==> src/design/cam_pkg.sv <==
// ==============================
// Camera frame path definitions
// Widths, depths, frame word and pixel formats
// ==============================
package cam_pkg;

  // ==============================
  // Pixel and channel widths
  // ==============================
  localparam int PIX_W  = 12;          // Demosaiced RGB component
  localparam int COMP_W = 5;           // Packed bits per colour, upper bits kept
  localparam int HUE_W  = 8;           // Hue byte
  localparam int VGA_W  = 8;           // VGA colour channel
  localparam int WORD_W = 16;          // Frame word

  // ==============================
  // Buffer and rate window
  // ==============================
  localparam int FIFO_DEPTH  = 16;     // Stand-in for the SDRAM frame buffer
  localparam int FIFO_AW     = 4;      // log2 of FIFO_DEPTH
  localparam int RATE_WINDOW = 64;     // Cycles per measurement window
  localparam int RATE_W      = 16;     // Frame count width
  localparam int WIN_W       = $clog2(RATE_WINDOW); // Window cycle counter

  // Frame word layout
  // [15]     format flag
  // RGB555   [14:10] red, [9:5] green, [4:0] blue
  // Hue      [14:8] zero, [7:0] hue
  typedef logic [WORD_W-1:0] fifo_word_t;

  // Also the value carried in the flag bit
  typedef enum logic {
    FMT_RGB555 = 1'b0,
    FMT_HUE    = 1'b1
  } pixel_format_e;

endpackage
==> src/design/pixel_fifo_if.sv <==
// ==============================
// Frame word bus between packer, FIFO and display driver
// ==============================
interface pixel_fifo_if
  import cam_pkg::*;
();

  // Write side
  fifo_word_t wr_data;   // Packed word from the packer
  logic       wr_en;     // One word per cycle, never stalled

  // Read side
  logic       rd_en;     // Only raised when not empty
  fifo_word_t rd_data;   // Word read at the last rd_en edge
  logic       empty;

  modport packer (
    output wr_data, wr_en
  );

  modport buffer (
    input  wr_data, wr_en, rd_en,
    output rd_data, empty
  );

  modport display (
    output rd_en,
    input  rd_data, empty
  );

endinterface

==> src/design/camera_frame_path.sv <==
// ==============================
// Camera frame path top
// Packer, frame FIFO, VGA driver and frame rate meter
// ==============================
module camera_frame_path
  import cam_pkg::*;
(
  input  logic               ccd_pixel_clk,
  input  logic               rst,
  // Producer side
  input  pixel_format_e      format_sel,
  input  logic [PIX_W-1:0]   rgb_red,
  input  logic [PIX_W-1:0]   rgb_green,
  input  logic [PIX_W-1:0]   rgb_blue,
  input  logic               rgb_valid,
  input  logic [HUE_W-1:0]   hue,
  input  logic               hue_valid,
  input  logic               frame_valid,
  // Display side
  input  logic               disp_ena,
  input  logic [2:0]         chan_en,
  output logic [VGA_W-1:0]   vga_r,
  output logic [VGA_W-1:0]   vga_g,
  output logic [VGA_W-1:0]   vga_b,
  output logic               vga_valid,
  // Status
  output logic               overflow,
  output logic               underflow,
  output logic [RATE_W-1:0]  frame_rate,
  output logic               window_toggle
);

  pixel_fifo_if pix_bus ();   // Packer to FIFO to driver

  pixel_packer u_packer (
    .ccd_pixel_clk (ccd_pixel_clk),
    .rst           (rst),
    .format_sel    (format_sel),
    .rgb_red       (rgb_red),
    .rgb_green     (rgb_green),
    .rgb_blue      (rgb_blue),
    .rgb_valid     (rgb_valid),
    .hue           (hue),
    .hue_valid     (hue_valid),
    .wr            (pix_bus.packer)
  );

  frame_fifo u_fifo (
    .ccd_pixel_clk (ccd_pixel_clk),
    .rst           (rst),
    .buff          (pix_bus.buffer),
    .overflow      (overflow)
  );

  vga_pixel_driver u_driver (
    .ccd_pixel_clk (ccd_pixel_clk),
    .rst           (rst),
    .disp_ena      (disp_ena),
    .chan_en       (chan_en),
    .rd            (pix_bus.display),
    .vga_r         (vga_r),
    .vga_g         (vga_g),
    .vga_b         (vga_b),
    .vga_valid     (vga_valid),
    .underflow     (underflow)
  );

  frame_rate_meter u_rate_meter (
    .ccd_pixel_clk (ccd_pixel_clk),
    .rst           (rst),
    .frame_valid   (frame_valid),
    .frame_rate    (frame_rate),
    .window_toggle (window_toggle)
  );

endmodule

==> src/design/frame_rate_meter.sv <==
// ==============================
// Frame rate meter
// Counts frame-valid starts per RATE_WINDOW cycles
// ==============================
module frame_rate_meter
  import cam_pkg::*;
(
  input  logic               ccd_pixel_clk,
  input  logic               rst,
  input  logic               frame_valid,
  output logic [RATE_W-1:0]  frame_rate,     // Count of the last full window
  output logic               window_toggle   // Flips at each window end
);

  logic              fv_q;                   // Previous frame_valid
  logic              fv_rise;
  logic [WIN_W-1:0]  win_cnt;                // Cycle within window
  logic [RATE_W-1:0] edge_cnt;               // Starts seen so far
  logic              win_last;

  assign fv_rise  = frame_valid & ~fv_q;
  assign win_last = (win_cnt == WIN_W'(RATE_WINDOW-1));

  always_ff @(posedge ccd_pixel_clk) begin
    if (rst) begin
      fv_q          <= 1'b0;
      win_cnt       <= '0;
      edge_cnt      <= '0;
      frame_rate    <= '0;
      window_toggle <= 1'b0;
    end else begin
      fv_q    <= frame_valid;
      win_cnt <= win_cnt + 1'b1;             // Wraps at RATE_WINDOW
      if (win_last) begin
        frame_rate    <= edge_cnt + RATE_W'(fv_rise);  // Last-cycle edge included
        edge_cnt      <= '0;
        window_toggle <= ~window_toggle;
      end else begin
        edge_cnt <= edge_cnt + RATE_W'(fv_rise);
      end
    end
  end

endmodule

==> src/design/vga_pixel_driver.sv <==
// ==============================
// VGA pixel driver
// Reads frame words while display is active and unpacks to VGA channels
// ==============================
module vga_pixel_driver
  import cam_pkg::*;
(
  input  logic              ccd_pixel_clk,
  input  logic              rst,
  input  logic              disp_ena,    // Active video
  input  logic [2:0]        chan_en,     // [2] red, [1] green, [0] blue
  pixel_fifo_if.display     rd,
  output logic [VGA_W-1:0]  vga_r,
  output logic [VGA_W-1:0]  vga_g,
  output logic [VGA_W-1:0]  vga_b,
  output logic              vga_valid,
  output logic              underflow    // Sticky until reset
);

  logic              pend_q;             // Display slot requested last edge
  logic              miss_q;             // That slot found the FIFO empty
  pixel_format_e     word_fmt;
  logic [VGA_W-1:0]  r_next;
  logic [VGA_W-1:0]  g_next;
  logic [VGA_W-1:0]  b_next;

  assign rd.rd_en = disp_ena & ~rd.empty;
  assign word_fmt = pixel_format_e'(rd.rd_data[WORD_W-1]);  // Format rides in the word

  // Unpack by the word's own flag
  always_comb begin
    r_next = '0;
    g_next = '0;
    b_next = '0;
    if (pend_q && !miss_q) begin
      if (word_fmt == FMT_HUE) begin
        r_next = rd.rd_data[HUE_W-1:0];   // Gray on all channels
        g_next = rd.rd_data[HUE_W-1:0];
        b_next = rd.rd_data[HUE_W-1:0];
      end else begin
        // Field in the channel MSBs, zero fill below
        if (chan_en[2]) r_next = {rd.rd_data[3*COMP_W-1 -: COMP_W], {(VGA_W-COMP_W){1'b0}}};
        if (chan_en[1]) g_next = {rd.rd_data[2*COMP_W-1 -: COMP_W], {(VGA_W-COMP_W){1'b0}}};
        if (chan_en[0]) b_next = {rd.rd_data[COMP_W-1:0], {(VGA_W-COMP_W){1'b0}}};
      end
    end
  end

  // ==============================
  // Request stage, same edge as the FIFO read
  // ==============================
  always_ff @(posedge ccd_pixel_clk) begin
    if (rst) begin
      pend_q <= 1'b0;
      miss_q <= 1'b0;
    end else begin
      pend_q <= disp_ena;
      miss_q <= disp_ena & rd.empty;     // Nothing to show
    end
  end

  // ==============================
  // Output stage
  // ==============================
  always_ff @(posedge ccd_pixel_clk) begin
    if (rst) begin
      vga_valid <= 1'b0;
      underflow <= 1'b0;
      vga_r     <= '0;
      vga_g     <= '0;
      vga_b     <= '0;
    end else begin
      vga_valid <= pend_q;
      underflow <= underflow | miss_q;
      vga_r     <= r_next;
      vga_g     <= g_next;
      vga_b     <= b_next;
    end
  end

endmodule

==> src/design/frame_fifo.sv <==
// ==============================
// Frame word FIFO
// Circular buffer with sticky overflow on dropped writes
// ==============================
module frame_fifo
  import cam_pkg::*;
(
  input  logic          ccd_pixel_clk,
  input  logic          rst,
  pixel_fifo_if.buffer  buff,
  output logic          overflow      // Sticky until reset
);

  fifo_word_t          mem [FIFO_DEPTH];
  logic [FIFO_AW-1:0]  wr_ptr;
  logic [FIFO_AW-1:0]  rd_ptr;
  logic [FIFO_AW:0]    count;         // Occupancy, 0 to FIFO_DEPTH
  logic                full;
  logic                wr_ok;         // Accepted write

  assign full       = (count == (FIFO_AW+1)'(FIFO_DEPTH));
  assign buff.empty = (count == '0);
  assign wr_ok      = buff.wr_en & ~full;

  // ==============================
  // Pointers and occupancy
  // ==============================
  always_ff @(posedge ccd_pixel_clk) begin
    if (rst) begin
      wr_ptr   <= '0;
      rd_ptr   <= '0;
      count    <= '0;
      overflow <= 1'b0;
    end else begin
      if (wr_ok) begin
        wr_ptr <= wr_ptr + 1'b1;      // Wraps at FIFO_DEPTH
      end
      if (buff.rd_en) begin
        rd_ptr <= rd_ptr + 1'b1;      // Reader guarantees not empty
      end
      case ({wr_ok, buff.rd_en})
        2'b10:   count <= count + 1'b1;
        2'b01:   count <= count - 1'b1;
        default: count <= count;      // Idle or read+write
      endcase
      if (buff.wr_en && full) begin
        overflow <= 1'b1;             // Word dropped
      end
    end
  end

  // ==============================
  // Storage and read data
  // ==============================
  always_ff @(posedge ccd_pixel_clk) begin
    if (wr_ok) begin
      mem[wr_ptr] <= buff.wr_data;
    end
  end

  // Holds until the next read
  always_ff @(posedge ccd_pixel_clk) begin
    if (buff.rd_en) begin
      buff.rd_data <= mem[rd_ptr];
    end
  end

endmodule

==> src/design/pixel_packer.sv <==
// ==============================
// Pixel packer
// Builds RGB555 or hue frame words and writes them to the FIFO
// ==============================
module pixel_packer
  import cam_pkg::*;
(
  input  logic               ccd_pixel_clk,
  input  logic               rst,
  input  pixel_format_e      format_sel,   // Producer format switch
  input  logic [PIX_W-1:0]   rgb_red,
  input  logic [PIX_W-1:0]   rgb_green,
  input  logic [PIX_W-1:0]   rgb_blue,
  input  logic               rgb_valid,
  input  logic [HUE_W-1:0]   hue,
  input  logic               hue_valid,
  pixel_fifo_if.packer       wr
);

  fifo_word_t next_word;
  logic       next_wr;

  // Word select by current format
  always_comb begin
    if (format_sel == FMT_HUE) begin
      next_word = {FMT_HUE, {(WORD_W-1-HUE_W){1'b0}}, hue};  // Gray byte, flag set
      next_wr   = hue_valid;
    end else begin
      next_word = {FMT_RGB555,                    // Flag clear
                   rgb_red[PIX_W-1 -: COMP_W],    // Top 5 bits only
                   rgb_green[PIX_W-1 -: COMP_W],
                   rgb_blue[PIX_W-1 -: COMP_W]};
      next_wr   = rgb_valid;
    end
  end

  // Write strobe, one cycle behind the source strobe
  always_ff @(posedge ccd_pixel_clk) begin
    if (rst) begin
      wr.wr_en <= 1'b0;
    end else begin
      wr.wr_en <= next_wr;
    end
  end

  // Payload register
  always_ff @(posedge ccd_pixel_clk) begin
    wr.wr_data <= next_word;
  end

endmodule

==> config.mk <==
export PLATFORM = sky130hd
export DESIGN_NAME = camera_frame_path
export DESIGN_NICKNAME = d
export VERILOG_FILES = /design/src/design/cam_pkg.sv /design/src/design/pixel_fifo_if.sv /design/src/design/camera_frame_path.sv /design/src/design/frame_rate_meter.sv /design/src/design/vga_pixel_driver.sv /design/src/design/frame_fifo.sv /design/src/design/pixel_packer.sv
export SDC_FILE = /design/constraint.sdc
export NUM_CORES = 1
export LEC_CHECK = 0
export BUFFER_PORTS_ARGS = -buffer_cell sky130_fd_sc_hd__buf_4
export CORE_ASPECT_RATIO = 0.75
export CORE_MARGIN = 2
export CORE_UTILIZATION = 60
export DETAILED_ROUTE_END_ITERATION = 7
export PLACE_DENSITY = 0.79
export SYNTH_ARGS = -nofsm -noshare
export SYNTH_HDL_FRONTEND = slang
export SYNTH_HIERARCHICAL = 1
export SYNTH_SLANG_ARGS = --single-unit
==> constraint.sdc <==
create_clock -name ccd_pixel_clk -period 9.69 [get_ports ccd_pixel_clk]
set_clock_uncertainty 0.05 [all_clocks]
set_input_delay 0.969 -clock ccd_pixel_clk [delete_from_list [all_inputs] [get_ports ccd_pixel_clk]]
set_output_delay 0.969 -clock ccd_pixel_clk [all_outputs]
set_load 0.005 [all_outputs]
**Yosys cells after proc, flatten, opt, wreduce, memory -nomap -nowiden**

Memory sizes are Yosys's and may differ from the RTL's. A register that Yosys moved wholly into a read port is not among the register bits.
Cells that the tools add are included.

- Flip-flop bits (word level): 99
- Bits in writable memories: 256
- Input bits: 54
- Output and inout port bits: 44
- Logic and storage cells: 58
- Memories kept: 1

- Add/subtract/negate cells: 6
- Eq/ne operators: 4
- Multiplexer cells: 11
- Bitwise gates (word level): 10
- Reductions and logical operators: 7

Memory list:

| name | depth | bits a word | read ports | clocked after Yosys merged registers in | wr ports | line | RTL |
|---|---|---|---|---|---|---|---|
| u_fifo.mem | 16 | 16 | 1 | 1 | 1 | frame_fifo.sv:14 | `fifo_word_t mem [FIFO_DEPTH];` |

Operators with widths:

| kind | number |
|---|---|
| 8-bit two-way mux | 6 |
| 16-bit by 1-bit adder with 16-bit output | 1 |
| 16-bit two-way mux | 1 |
| 5-bit case mux with 2 select lines | 1 |
| 4-bit by 1-bit adder with 4-bit output (second input constant) | 2 |
| 6-bit by 1-bit adder with 6-bit output (second input constant) | 1 |
| 6-bit equality test (second input constant) | 1 |
| 5-bit by 1-bit adder with 5-bit output (second input constant) | 1 |
| 5-bit equality test (second input constant) | 1 |
| 5-bit logical NOT | 1 |
| 1-bit NOT | 5 |
| 5-bit by 1-bit subtractor with 5-bit output (second input constant) | 1 |
| 1-bit bitwise AND | 4 |
| 2-bit OR reduction | 2 |
| 1-bit two-way mux | 3 |
| 2-bit by 1-bit equality test with 1-bit output (second input constant) | 1 |
| 2-bit equality test (second input constant) | 1 |
| 1-bit logical AND | 2 |
| 2-bit nonzero test | 1 |
| 1-bit logical NOT | 1 |
| 1-bit bitwise OR | 1 |

**Logic depth before layout (Yosys ltp)**

Gate-level depths: netlist of the first run.

- Depth in word-level cells: 5
- Mapped depth: 12
- Mapped depth without buffers: 10

**Hierarchy**

The synthesis of the first run kept the hierarchy.

By module, submodules not included:

| module | instances | cells an instance | area each (sq um) | seq. area each (sq um) |
|---|---|---|---|---|
| frame_fifo | 1 | 481 | 11078.1 | 8448.1 |
| frame_rate_meter | 1 | 158 | 1577.8 | 800.8 |
| vga_pixel_driver | 1 | 78 | 845.8 | 440.4 |
| pixel_packer | 1 | 36 | 529.3 | 340.3 |

**Least setup slack after synthesis of the first run**

OpenSTA, ideal clock, no wires.

- Kind: input -> register
- Start: input port disp_ena
- End: register u_fifo.count[4]
- Data arrival time: 3528 ps
- Data required time: 9519 ps
- Slack: 5991 ps
- Stages on the path: 9
- Path buffers: 1
- Cell sequence: nor2b_1 -> ha_1 -> clkbuf_1 -> xor2_1 -> ha_1 -> inv_1 -> a32oi_1 -> a31oi_1 -> mux2_2

- Longest elaborated chain between the ends: 3

Ends and longest elaborated chain:

| item | line | RTL |
|---|---|---|
| start: declaration | camera_frame_path.sv:20 | `input logic disp_ena,` |
| 1-bit bitwise AND (*) | vga_pixel_driver.sv:27 | `assign rd.rd_en = disp_ena & ~rd.empty;` |
| 2-bit by 1-bit equality test with 1-bit output / 2-bit equality test (equally long branches) | frame_fifo.sv:41 | `case ({wr_ok, buff.rd_en})` |
| 5-bit case mux with 2 select lines / 2-bit nonzero test (equally long branches) | -- |  |
| end signal: assignment | frame_fifo.sv:42 | `2'b10: count <= count + 1'b1;` |
| end signal: assignment | frame_fifo.sv:43 | `2'b01: count <= count - 1'b1;` |
| end signal: assignment | frame_fifo.sv:44 | `default: count <= count;` |
| end: declaration | frame_fifo.sv:17 | `logic [FIFO_AW:0] count;` |

Mark *: on every way between the ends. The rest lies on a longest branch, timed or not.
A chain may end at the register's enable or synchronous reset.

**Worst setup path in the final report of the first run**

- Start: register u_fifo.count[1]
- End: register u_fifo.count[4]

- Longest elaborated chain between the ends: 5

Ends and longest elaborated chain:

| item | line | RTL |
|---|---|---|
| 5-bit logical NOT (*) | frame_fifo.sv:22 | `assign buff.empty = (count == '0);` |
| net pix_bus.empty | pixel_fifo_if.sv:15 | `logic empty;` |
| 1-bit NOT (*) | vga_pixel_driver.sv:27 |  |
| 1-bit bitwise AND (*) | vga_pixel_driver.sv:27 |  |
| net pix_bus.rd_en | pixel_fifo_if.sv:13 | `logic rd_en;` |
| 2-bit by 1-bit equality test with 1-bit output / 2-bit equality test (equally long branches) | frame_fifo.sv:41 |  |
| 5-bit case mux with 2 select lines / 2-bit nonzero test (equally long branches) | -- |  |

The timed path passes the listed nets; every way through them passes the cells marked *.

==> run summary, run 1 <==
status = complete, no violations
Die W = 181 um
Max stage delay cell, worst path = or4_1
DPL Wire Length = 15800 um
critical path launch point type = flop
Area after DPL = 14800 um^2
met3 usage in global routing = 0.0541
worst-case clock buffer depth = 3
post-route total power = 3.64 mW
switching share of total power = 0.234
CP startpoint = u_fifo/count[1]
max-slew violation count = 0
fraction of layout cells with a size suffix above 1 = 0.290
number of global-route vias before repair = 7165
hold_buf cts = 0
slew margin rel. = 0.166
setup TNS = 0 ns
# port buffers = 76
drt first pass iters = 6
final hold vios = 0
crit-path max FO = 22
initial antenna violation count = 1
Final #Nets = 904
CTS tree = built
number of setup violations in the final report = 0
DR vias = 7081
leakage power total = 5.31 nW
core footprint = 23000 um^2
Post-Syn Instances = 753
initial core utilization = 0.610
Worst R2R Path Depth = 11
Routed WL per cell = 23.8 um
Mapped Nets = 818
largest net degree at the start of global routing = 68
CP arrival = 3.65 ns
gr busiest metal = met2
post_cts resized = 0
Die Y-Extent = 136 um
critical path type = reg -> reg
CP Capture Type = flop
I/O pin total = 98
combinational power share = 0.143
register bit count reported by yosys = 365
Routed WL = 27700 um
H-tree levels = 2
Clock transition at path regs = 0.06 ns
Yosys warning total = 6
fin area = 15900 um^2
synthesized area = 14000 um^2
Tmin final = 3.31 ns
total track usage = 0.231
crit path cell chain = or4_1 -> nor2_1 -> nor2b_2 -> buf_4 -> ha_1 -> xor2_1 -> ha_1 -> inv_1 -> a32oi_1 -> a31oi_1 -> mux2_2
DRC viols = 0
WP data required = 10.03 ns
routability cong. = 0.807
number of synthesized flops with an enable pin = 272
Seq/Total Area, Yosys = 0.715
Sequential Power Share = 0.503
power share of the clock group = 0.354
measured slew at the worst slew-check pin = 1.25 ns
first-pass GRT wire length = 42000 um
slowest stage delay, CP = 0.62 ns
crit-path most repeated cell = ha_1
CP endpoint = u_fifo/count[4]
flop2flop setup slack = 6.38 ns
Post-synth ARST share = 0
mean post-synth cell area = 18.6 um^2
post-CTS setup buffers = 0
Internal = 2.79 mW
synth unique cells = 57
Clock Sinks = 365
grt met2 use = 0.397
Via density = 6.09
area leader, netlist = edfxtp_1
P&R area growth vs syn = 13.2%
GR met1 Demand/Resource = 0.302
post-synth top area share = 0.582
Post-DRT Antenna Nets = 0
worst flop-to-flop path startpoint = u_fifo/count[1]
Psw = 0.854 mW
ys flop type = edfxtp_1
peak supply drop = 0.000129 V
fmax = 0.302 GHz
CTS root buffer = clkbuf_16
Die ar. = 24600 um^2
cts bufs inserted = 34
R2R Path End = u_fifo/count[4]
Max Cap Viol = 0
post-route clock period utilization = 0.342
gr ovfl total = 0
power per cell area = 229 nW/um^2
Row Count = 48
Hold Path Class = reg -> reg
worst skew pair latency = 0.50 ns
synth top area cells = edfxtp_1 (58%), dfxtp_1 (13%), mux4_2 (11%)
initial drt markers = 557
RSZ-0062 raised after global routing = no
==> worst max-delay path: cells and delay by family, from the launching register on <==
kind	cells	cell delay (ns)
mux	1	0.35
fa+ha+maj	2	0.59
compound gates	2	0.31
xor+xnor	1	0.19
flops	1	0.39
simple gates	3	1.01
buf+inv	2	0.31
==> cell usage after synthesis (all sizes together), types with 3 or more instances <==
cell type	number
a21oi	18
inv	8
nand3b	16
mux2i	6
edfxtp	272
nor2b	6
nand3	9
mux2	10
buf	33
a211oi	14
and2b	8
nand2	16
nand4	6
nor3	6
dfxtp	93
xnor2	11
mux4	80
xor2	17
nor4	4
and3	5
clkbuf	10
nor2	70
and4	3
ha	11
==> layout by cell type (no fill, tap or decap), types with 2 or more instances in the layout <==
master	netlist	layout
a21oi_1	8	8
and3_1	4	4
nor3_4	0	4
nor3_1	6	2
clkbuf_1	10	6
xor2_1	17	17
mux2_2	8	8
mux4_1	13	13
xnor2_1	11	11
mux2i_1	6	6
a211oi_2	3	3
nand4_1	4	4
nand2_1	16	16
or3_1	2	2
clkbuf_8	0	2
mux4_2	67	67
edfxtp_1	272	272
and4_1	2	2
clkinv_2	0	6
nand2b_1	2	2
clkbuf_16	0	38
inv_1	8	8
nor2_1	69	69
a21oi_2	10	10
buf_4	8	93
o21ai_0	2	2
nor2b_1	6	5
a31oi_1	2	2
and2b_1	8	8
nor4_2	3	3
nand3b_1	16	16
a211oi_1	11	11
nand3_1	8	8
dfxtp_1	93	91
mux2_4	2	2
ha_1	11	11
clkinv_1	0	3
==> how the worst min path moves through the flow <==
stage | depth (start not counted) | slack (ns) | start | to
after floorplan | 1 | 0.37 | u_rate_meter/win_cnt[0] | u_rate_meter/win_cnt[0]
after global placement | 1 | 0.38 | u_rate_meter/win_cnt[0] | u_rate_meter/win_cnt[0]
after detailed placement | 1 | 0.41 | u_driver/pend_q | u_driver/vga_valid
after CTS | 1 | 0.42 | u_driver/pend_q | u_driver/vga_valid
after global routing | 1 | 0.46 | u_driver/pend_q | u_driver/vga_valid
final | 1 | 0.42 | u_driver/pend_q | u_driver/vga_valid
==> cells by family (layout without fill, tap and decap cells) <==
logic type                 count (synthesis)  after routing  synth area share
other                                      0              1                 0
adders and majority gates                 11             11           0.00981
muxes                                     96             96             0.145
and+or+nand+nor                          159            159            0.0615
AOI/OAI and AO/OA                         43             43            0.0235
DFF                                      365            365             0.715
xor gates and xnor gates                  28             28            0.0175
buffers and inverters                     51            159            0.0281
==> per-stage QoR <==
| step | setup WS, ns | hold WS, ns | util | instances |
|---|---|---|---|---|
| 5_1_grt | 6.18 | 0.459 | 0.690 | 1161 |
| 4_1_cts | 6.43 | 0.421 | 0.690 | 1161 |
| 6_report | 6.38 | 0.418 | 0.691 | 1162 |
| 2_1_floorplan | 5.99 | 0.368 | - | 753 |
| 3_5_place_dp | 6.47 | 0.411 | 0.643 | 1103 |
| 3_3_place_gp | 6.55 | 0.378 | 0.643 | 1103 |
==> flip-flops by register name, summed over array words and instances (netlist names), 4 cells and up <==
signal,flops
u_fifo/mem,256
u_fifo/buff.rd_data,16
u_packer/wr.wr_data,16
u_rate_meter/edge_cnt,16
u_rate_meter/frame_rate,16
u_driver/vga_r,8
u_rate_meter/win_cnt,6
u_driver/vga_b,5
u_driver/vga_g,5
u_fifo/count,5
u_fifo/rd_ptr,4
u_fifo/wr_ptr,4
==> per-layer routing <==
layer | routed length (um) | part of all wire
met1 | 10900 | 0.39
met3 | 2290 | 0.083
met2 | 14000 | 0.50
met5 | 0 | 0
met4 | 592 | 0.021
==> power groups by stage <==
stage	registers (mW)	clock network, mW	logic [mW]
finish	1.83	1.29	0.520
CTS	1.83	1.31	0.526
detailed placement	1.87	0	0.519
global placement	1.86	0	0.500
floorplan	1.83	0	0.450
global route	1.85	1.37	0.561
==> final cells by class <==
cell class / count / area [um^2]
clock buffers: 46 / 1000
multi-input cells: 337 / 3650
repair buffers: 93 / 698
clock inverters: 12 / 87.6
flip-flops and latches: 365 / 10000
fillers: 1400 / 7120
well taps: 300 / 375
inverters: 8 / 30.0
diodes: 1 / 2.50
Note: power is estimated with default switching activity, not from simulation.
==> run 2, diff against run 1 <==
==> constraint.sdc (replaced) <==
create_clock -name ccd_pixel_clk -period 3.25 [get_ports ccd_pixel_clk]
set_clock_uncertainty 0.05 [all_clocks]
set_input_delay 0.325 -clock ccd_pixel_clk [delete_from_list [all_inputs] [get_ports ccd_pixel_clk]]
set_output_delay 0.325 -clock ccd_pixel_clk [all_outputs]
set_load 0.005 [all_outputs]
==> run summary, run 2 (synthesis gave the netlist of run 1 again) <==
Post-DRT Antenna Nets = 0 (unchanged)
Clock Sinks = 365 (unchanged)
Area after DPL = 14900 um^2 (+0.41%)
worst hold stages = 2 (+1)
fin area = 16200 um^2 (+2.0%)
cts bufs inserted = 34 (unchanged)
Die Y-Extent = 136 um (unchanged)
placed cells = 1112 (+0.82%)
worst-case clock buffer depth = 3 (unchanged)
total track usage = 0.236 (+0.00488)
CP Capture Type = flop
I/O pin total = 98 (unchanged)
most frequent cells in the layout = edfxtp_1 (272), buf_4 (101), dfxtp_1 (91)
Final #Nets = 936 (+3.5%)
max FFs per register = 256 (unchanged)
core footprint = 23000 um^2 (unchanged)
critical path launch point type = flop
Internal = 8.43 mW (+200%)
initial antenna violation count = 1 (unchanged)
Post-Layout Cell Count = 1197 (+3.0%)
post-CTS setup buffers = 0 (unchanged)
number of global-route vias before repair = 7224 (+0.82%)
# diodes = 0 (-1)
max-slew violation count = 0 (unchanged)
Worst R2R Path Depth = 10 (-1)
DRC viols = 0 (unchanged)
Routed WL per cell = 23.6 um (-1.1%)
Die ar. = 24600 um^2 (unchanged)
Hold WS = 0.0563 ns (-0.361 ns)
post-route clock period utilization = 0.955 (+0.613)
largest net degree at the start of global routing = 48 (-29%)
commonest non-fill, non-tap cell in the layout = edfxtp_1
critical path type = reg -> reg
switching share of total power = 0.237 (+0.00242)
WP data required = 3.60 ns (-6.43 ns)
Routed WL = 28200 um (+1.9%)
post_cts resized = 0 (unchanged)
Hold Path Class = in -> reg
Tmin final = 3.10 ns (-0.212 ns)
power share of the clock group = 0.357 (+0.003)
drt first pass iters = 5 (-1)
leakage power total = 5.48 nW (+3.1%)
fraction of layout cells with a size suffix above 1 = 0.285 (-0.00496)
slew margin rel. = 0.203 (+0.0369)
Sequential Power Share = 0.499 (-0.004)
DPL Wire Length = 16300 um (+3.4%)
fmax = 0.322 GHz (+6.8%)
setup TNS = 0 ns (unchanged)
CP arrival = 3.45 ns (-0.20 ns)
final hold vios = 0 (unchanged)
crit-path max FO = 9 (-59%)
fin worst setup slack = 0.148 ns (-6.23 ns)
status = complete, no violations
first-pass GRT wire length = 42700 um (+1.8%)
initial drt markers = 542 (-2.7%)
hold_buf cts = 22 (+22)
peak supply drop = 0.000511 V (+300%)
worst skew pair latency = 0.52 ns (+0.02 ns)
# port buffers = 76 (unchanged)
initial core utilization = 0.610 (unchanged)
H-tree levels = 2 (unchanged)
gr ovfl total = 0 (unchanged)
routability cong. = 0.793 (-1.7%)
RSZ-0062 raised after global routing = no
Max Cap Viol = 0 (unchanged)
pre-CTS setup slack = 0.260 ns (-6.21 ns)
DR vias = 7171 (+1.3%)
Die W = 181 um (unchanged)
Via density = 5.99 (-1.7%)
power per cell area = 682 nW/um^2 (+200%)
P&R area growth vs syn = 15.4%
CTS root buffer = clkbuf_16
Row Count = 48 (unchanged)
Psw = 2.62 mW (+210%)
number of setup violations in the final report = 0 (unchanged)
combinational power share = 0.144 (about the same)
Biggest register = u_fifo/mem
Clock transition at path regs = 0.06 ns (about the same)
measured slew at the worst slew-check pin = 1.19 ns (-0.0575 ns)
CTS tree = built
==> run 2: cell types whose count changed in the layout (fill, tap and decap cells not counted), sizes merged <==
cell,change
bufinv,+1
clkbuf,+4
buf,+9
diode,-1
dlygate4sd3,+23
inv,-1
==> run 2: worst paths after layout <==
check,from,end,slack [ns]
min,hue[3],u_packer/wr.wr_data[3],0.06
max,u_fifo/count[1],u_fifo/count[4],0.15
max reg2reg,u_fifo/count[1],u_fifo/count[4],0.15
min reg2reg,u_rate_meter/win_cnt[0],u_rate_meter/win_cnt[0],0.40
==> run 2: routing by layer <==
layer / up-vias / part of all wire / GRT usage
li1: 3184 / - / -
met1: 3624 / 0.40 / 0.317
met2: 313 / 0.50 / 0.396
met3: 50 / 0.075 / 0.0496
met4: 0 / 0.020 / 0.0708
met5: - / 0 / 0
==> run 2: critical path, cell delays in order, from the launching register on <==
cell and delay, ns:
dfxtp_1 0.39, or4_1 0.62, nor2_1 0.26, nor2b_2 0.09, ha_1 0.34, xor2_1 0.21
ha_1 0.25, inv_1 0.08, a32oi_1 0.11, a31oi_1 0.23, mux2_2 0.35
==> run 2: power by group through the flow <==
| stage | sequential, mW | clock (mW) | combinational [mW] |
|---|---|---|---|
| after floorplan | 5.46 | 0 | 1.35 |
| final | 5.51 | 3.94 | 1.59 |
| after CTS | 5.52 | 4.00 | 1.59 |
| after global placement | 5.59 | 0 | 1.48 |
| after detailed placement | 5.62 | 0 | 1.54 |
| after global routing | 5.55 | 4.17 | 1.69 |
==> run 2: stage by stage <==
stage | total power [mW] | util
floorplan | 6.80 | -
global placement | 7.07 | 0.646
detailed placement | 7.16 | 0.646
CTS | 11.1 | 0.704
global route | 11.4 | 0.704
finish | 11.0 | 0.704
==> run 2: final cells by class <==
type / count / area (um^2)
inverter: 8 / 30.0
clock inverter: 12 / 105
tap: 300 / 375
timing repair buffer: 125 / 1010
sequential: 365 / 10000
multi-input combinational: 337 / 3640
fill: 1377 / 6810
clock buffer: 50 / 1000
==> run 3, diff against run 2 <==
--- a/config.mk
+++ b/config.mk
@@ -11,6 +11,7 @@
 export CORE_UTILIZATION = 60
 export DETAILED_ROUTE_END_ITERATION = 7
 export PLACE_DENSITY = 0.79
+export RECOVER_POWER = 50
 export SYNTH_ARGS = -nofsm -noshare
 export SYNTH_HDL_FRONTEND = slang
 export SYNTH_HIERARCHICAL = 1
==> run summary, run 3 (synthesis gave the netlist of run 1 again) <==
critical path launch point type = flop
DR vias = 7206 (+0.49%)
cts bufs inserted = 34 (unchanged)
P&R area growth vs syn = 15.3%
Die ar. = 24600 um^2 (unchanged)
post_cts resized = 0 (unchanged)
gr ovfl total = 0 (unchanged)
CP arrival = 3.48 ns (+0.03 ns)
Row Count = 48 (unchanged)
Post-DRT Antenna Nets = 0 (unchanged)
failing checks = capacitance limit, slew limit
CP Capture Type = flop
# diodes = 0 (unchanged)
Routed WL = 28200 um (about the same)
Die Y-Extent = 136 um (unchanged)
total track usage = 0.236 (unchanged)
first-pass GRT wire length = 42700 um (unchanged)
critical path type = reg -> reg
max FFs per register = 256 (unchanged)
# port buffers = 76 (unchanged)
number of global-route vias before repair = 7224 (unchanged)
power per cell area = 682 nW/um^2 (about the same)
number of setup violations in the final report = 0 (unchanged)
I/O pin total = 98 (unchanged)
Hold Path Class = in -> reg
fmax = 0.318 GHz (-1.2%)
worst hold stages = 2 (unchanged)
worst-case clock buffer depth = 3 (unchanged)
initial drt markers = 609 (+12%)
Max stage delay cell, worst path = or4_1
CTS tree = built
slowest stage delay, CP = 0.62 ns (about the same)
most frequent cells in the layout = edfxtp_1 (272), dfxtp_1 (91), nor2_1 (69)
max-slew violation count = 48 (+48)
fraction of layout cells with a size suffix above 1 = 0.278 (-0.00780)
post-route clock period utilization = 0.966 (+0.0120)
Fill cells = 1386 (+0.65%)
Post-Layout Cell Count = 1197 (unchanged)
Worst R2R Path Depth = 10 (unchanged)
setup TNS = 0 ns (unchanged)
Final #Nets = 936 (unchanged)
WP depth = 10 (unchanged)
drt first pass iters = 4 (-1)
worst skew pair latency = 0.52 ns (about the same)
H-tree levels = 2 (unchanged)
crit-path max FO = 9 (unchanged)
final hold vios = 0 (unchanged)
Tmin final = 3.14 ns (+0.0389 ns)
slew margin rel. = -0.420 (-0.622)
Via density = 6.02 (+0.49%)
DPL Wire Length = 16300 um (unchanged)
initial antenna violation count = 1 (unchanged)
CP startpoint = u_fifo/count[1]
Max Cap Viol = 1 (+1)
Routed WL per cell = 23.6 um (about the same)
commonest non-fill, non-tap cell in the layout = edfxtp_1
peak supply drop = 0.000515 V (+0.79%)
Clock transition at path regs = 0.06 ns (about the same)
initial core utilization = 0.610 (unchanged)
WP buf/inv = 0 (-1)
crit path cell chain = or4_1 -> nor2_1 -> nor2b_2 -> ha_1 -> xor2_1 -> ha_1 -> a21oi_1 -> xor2_1 -> or3_1 -> a21oi_1
flop2flop setup slack = 0.11 ns (-0.04 ns)
measured slew at the worst slew-check pin = 2.13 ns (+0.937 ns)
post-route total power = 11.0 mW (-0.11%)
R2R Path End = u_fifo/count[2]
CP endpoint = u_fifo/count[2]
DRC viols = 0 (unchanged)
CTS root buffer = clkbuf_16
area of the multi-input gates = 3620 um^2 (-0.41%)
Biggest register = u_fifo/mem
placed cells = 1112 (unchanged)
RSZ-0062 raised after global routing = no
routability cong. = 0.793 (unchanged)
largest net degree at the start of global routing = 48 (unchanged)
worst flop-to-flop path startpoint = u_fifo/count[1]
CP top delay family = simple AND/OR/NAND/NOR gates
leakage power total = 5.44 nW (-0.57%)
Die W = 181 um (unchanged)
status = finished, violations left
WP data required = 3.59 ns (about the same)
core footprint = 23000 um^2 (unchanged)
Hold WS = 0.0747 ns (+0.0183 ns)
register area = 10000 um^2 (unchanged)
post-CTS setup buffers = 0 (unchanged)
utilization after layout = 0.703 (-0.000979)
Clock Sinks = 365 (unchanged)
run 3: area by class of cell:
type                       count  share of cell area
clock inverter                12             0.00650
sequential                   365               0.620
clock buffer                  50              0.0621
inverter                       8             0.00186
multi-input combinational    337               0.224
timing repair buffer         125              0.0619
tap                          300              0.0232
run 3: per-layer routing:
layer  up-vias  routed length (um)  GRT usage
met1      3655               11300      0.317
met5         -                   0          0
li1       3185                   -          -
met3        46                2220     0.0496
met4         0                 517     0.0708
met2       320               14200      0.396
run 3: what timing repair did:
| item | CTS | global route |
|---|---|---|
| hold buffers | 22 | 1 |
| endpoints found under the hold margin | 14 | 1 |
| setup endpoints to repair | 0 | 0 |
run 3: worst min-delay path by stage:
| stage | start | endpoint | slack, ns |
|---|---|---|---|
| 6_report | hue[3] | u_packer/wr.wr_data[3] | 0.07 |
| 4_1_cts | rgb_red[10] | u_packer/wr.wr_data[13] | 0.0006 |
| 3_5_place_dp | u_rate_meter/win_cnt[0] | u_rate_meter/win_cnt[0] | 0.39 |
| 2_1_floorplan | format_sel | u_packer/wr.wr_data[15] | 0.30 |
| 5_1_grt | rgb_blue[10] | u_packer/wr.wr_data[3] | 0.04 |
| 3_3_place_gp | u_rate_meter/win_cnt[0] | u_rate_meter/win_cnt[0] | 0.38 |
run 3: per-stage QoR:
| stage | setup WS, ns | area (um^2) |
|---|---|---|
| 2_1_floorplan | 0.169 | 14000 |
| 3_3_place_gp | 0.482 | 14900 |
| 3_5_place_dp | 0.260 | 14900 |
| 4_1_cts | 0.203 | 16200 |
| 5_1_grt | 0.0218 | 16200 |
| 6_report | 0.109 | 16200 |
run 3: power by group:
group	switching, mW	leakage, nW	total, mW	internal, mW
clock network	1.63	0.539	3.94	2.31
logic	0.724	1.68	1.58	0.855
registers	0.251	3.23	5.51	5.26
total	2.61	5.44	11.0	8.42
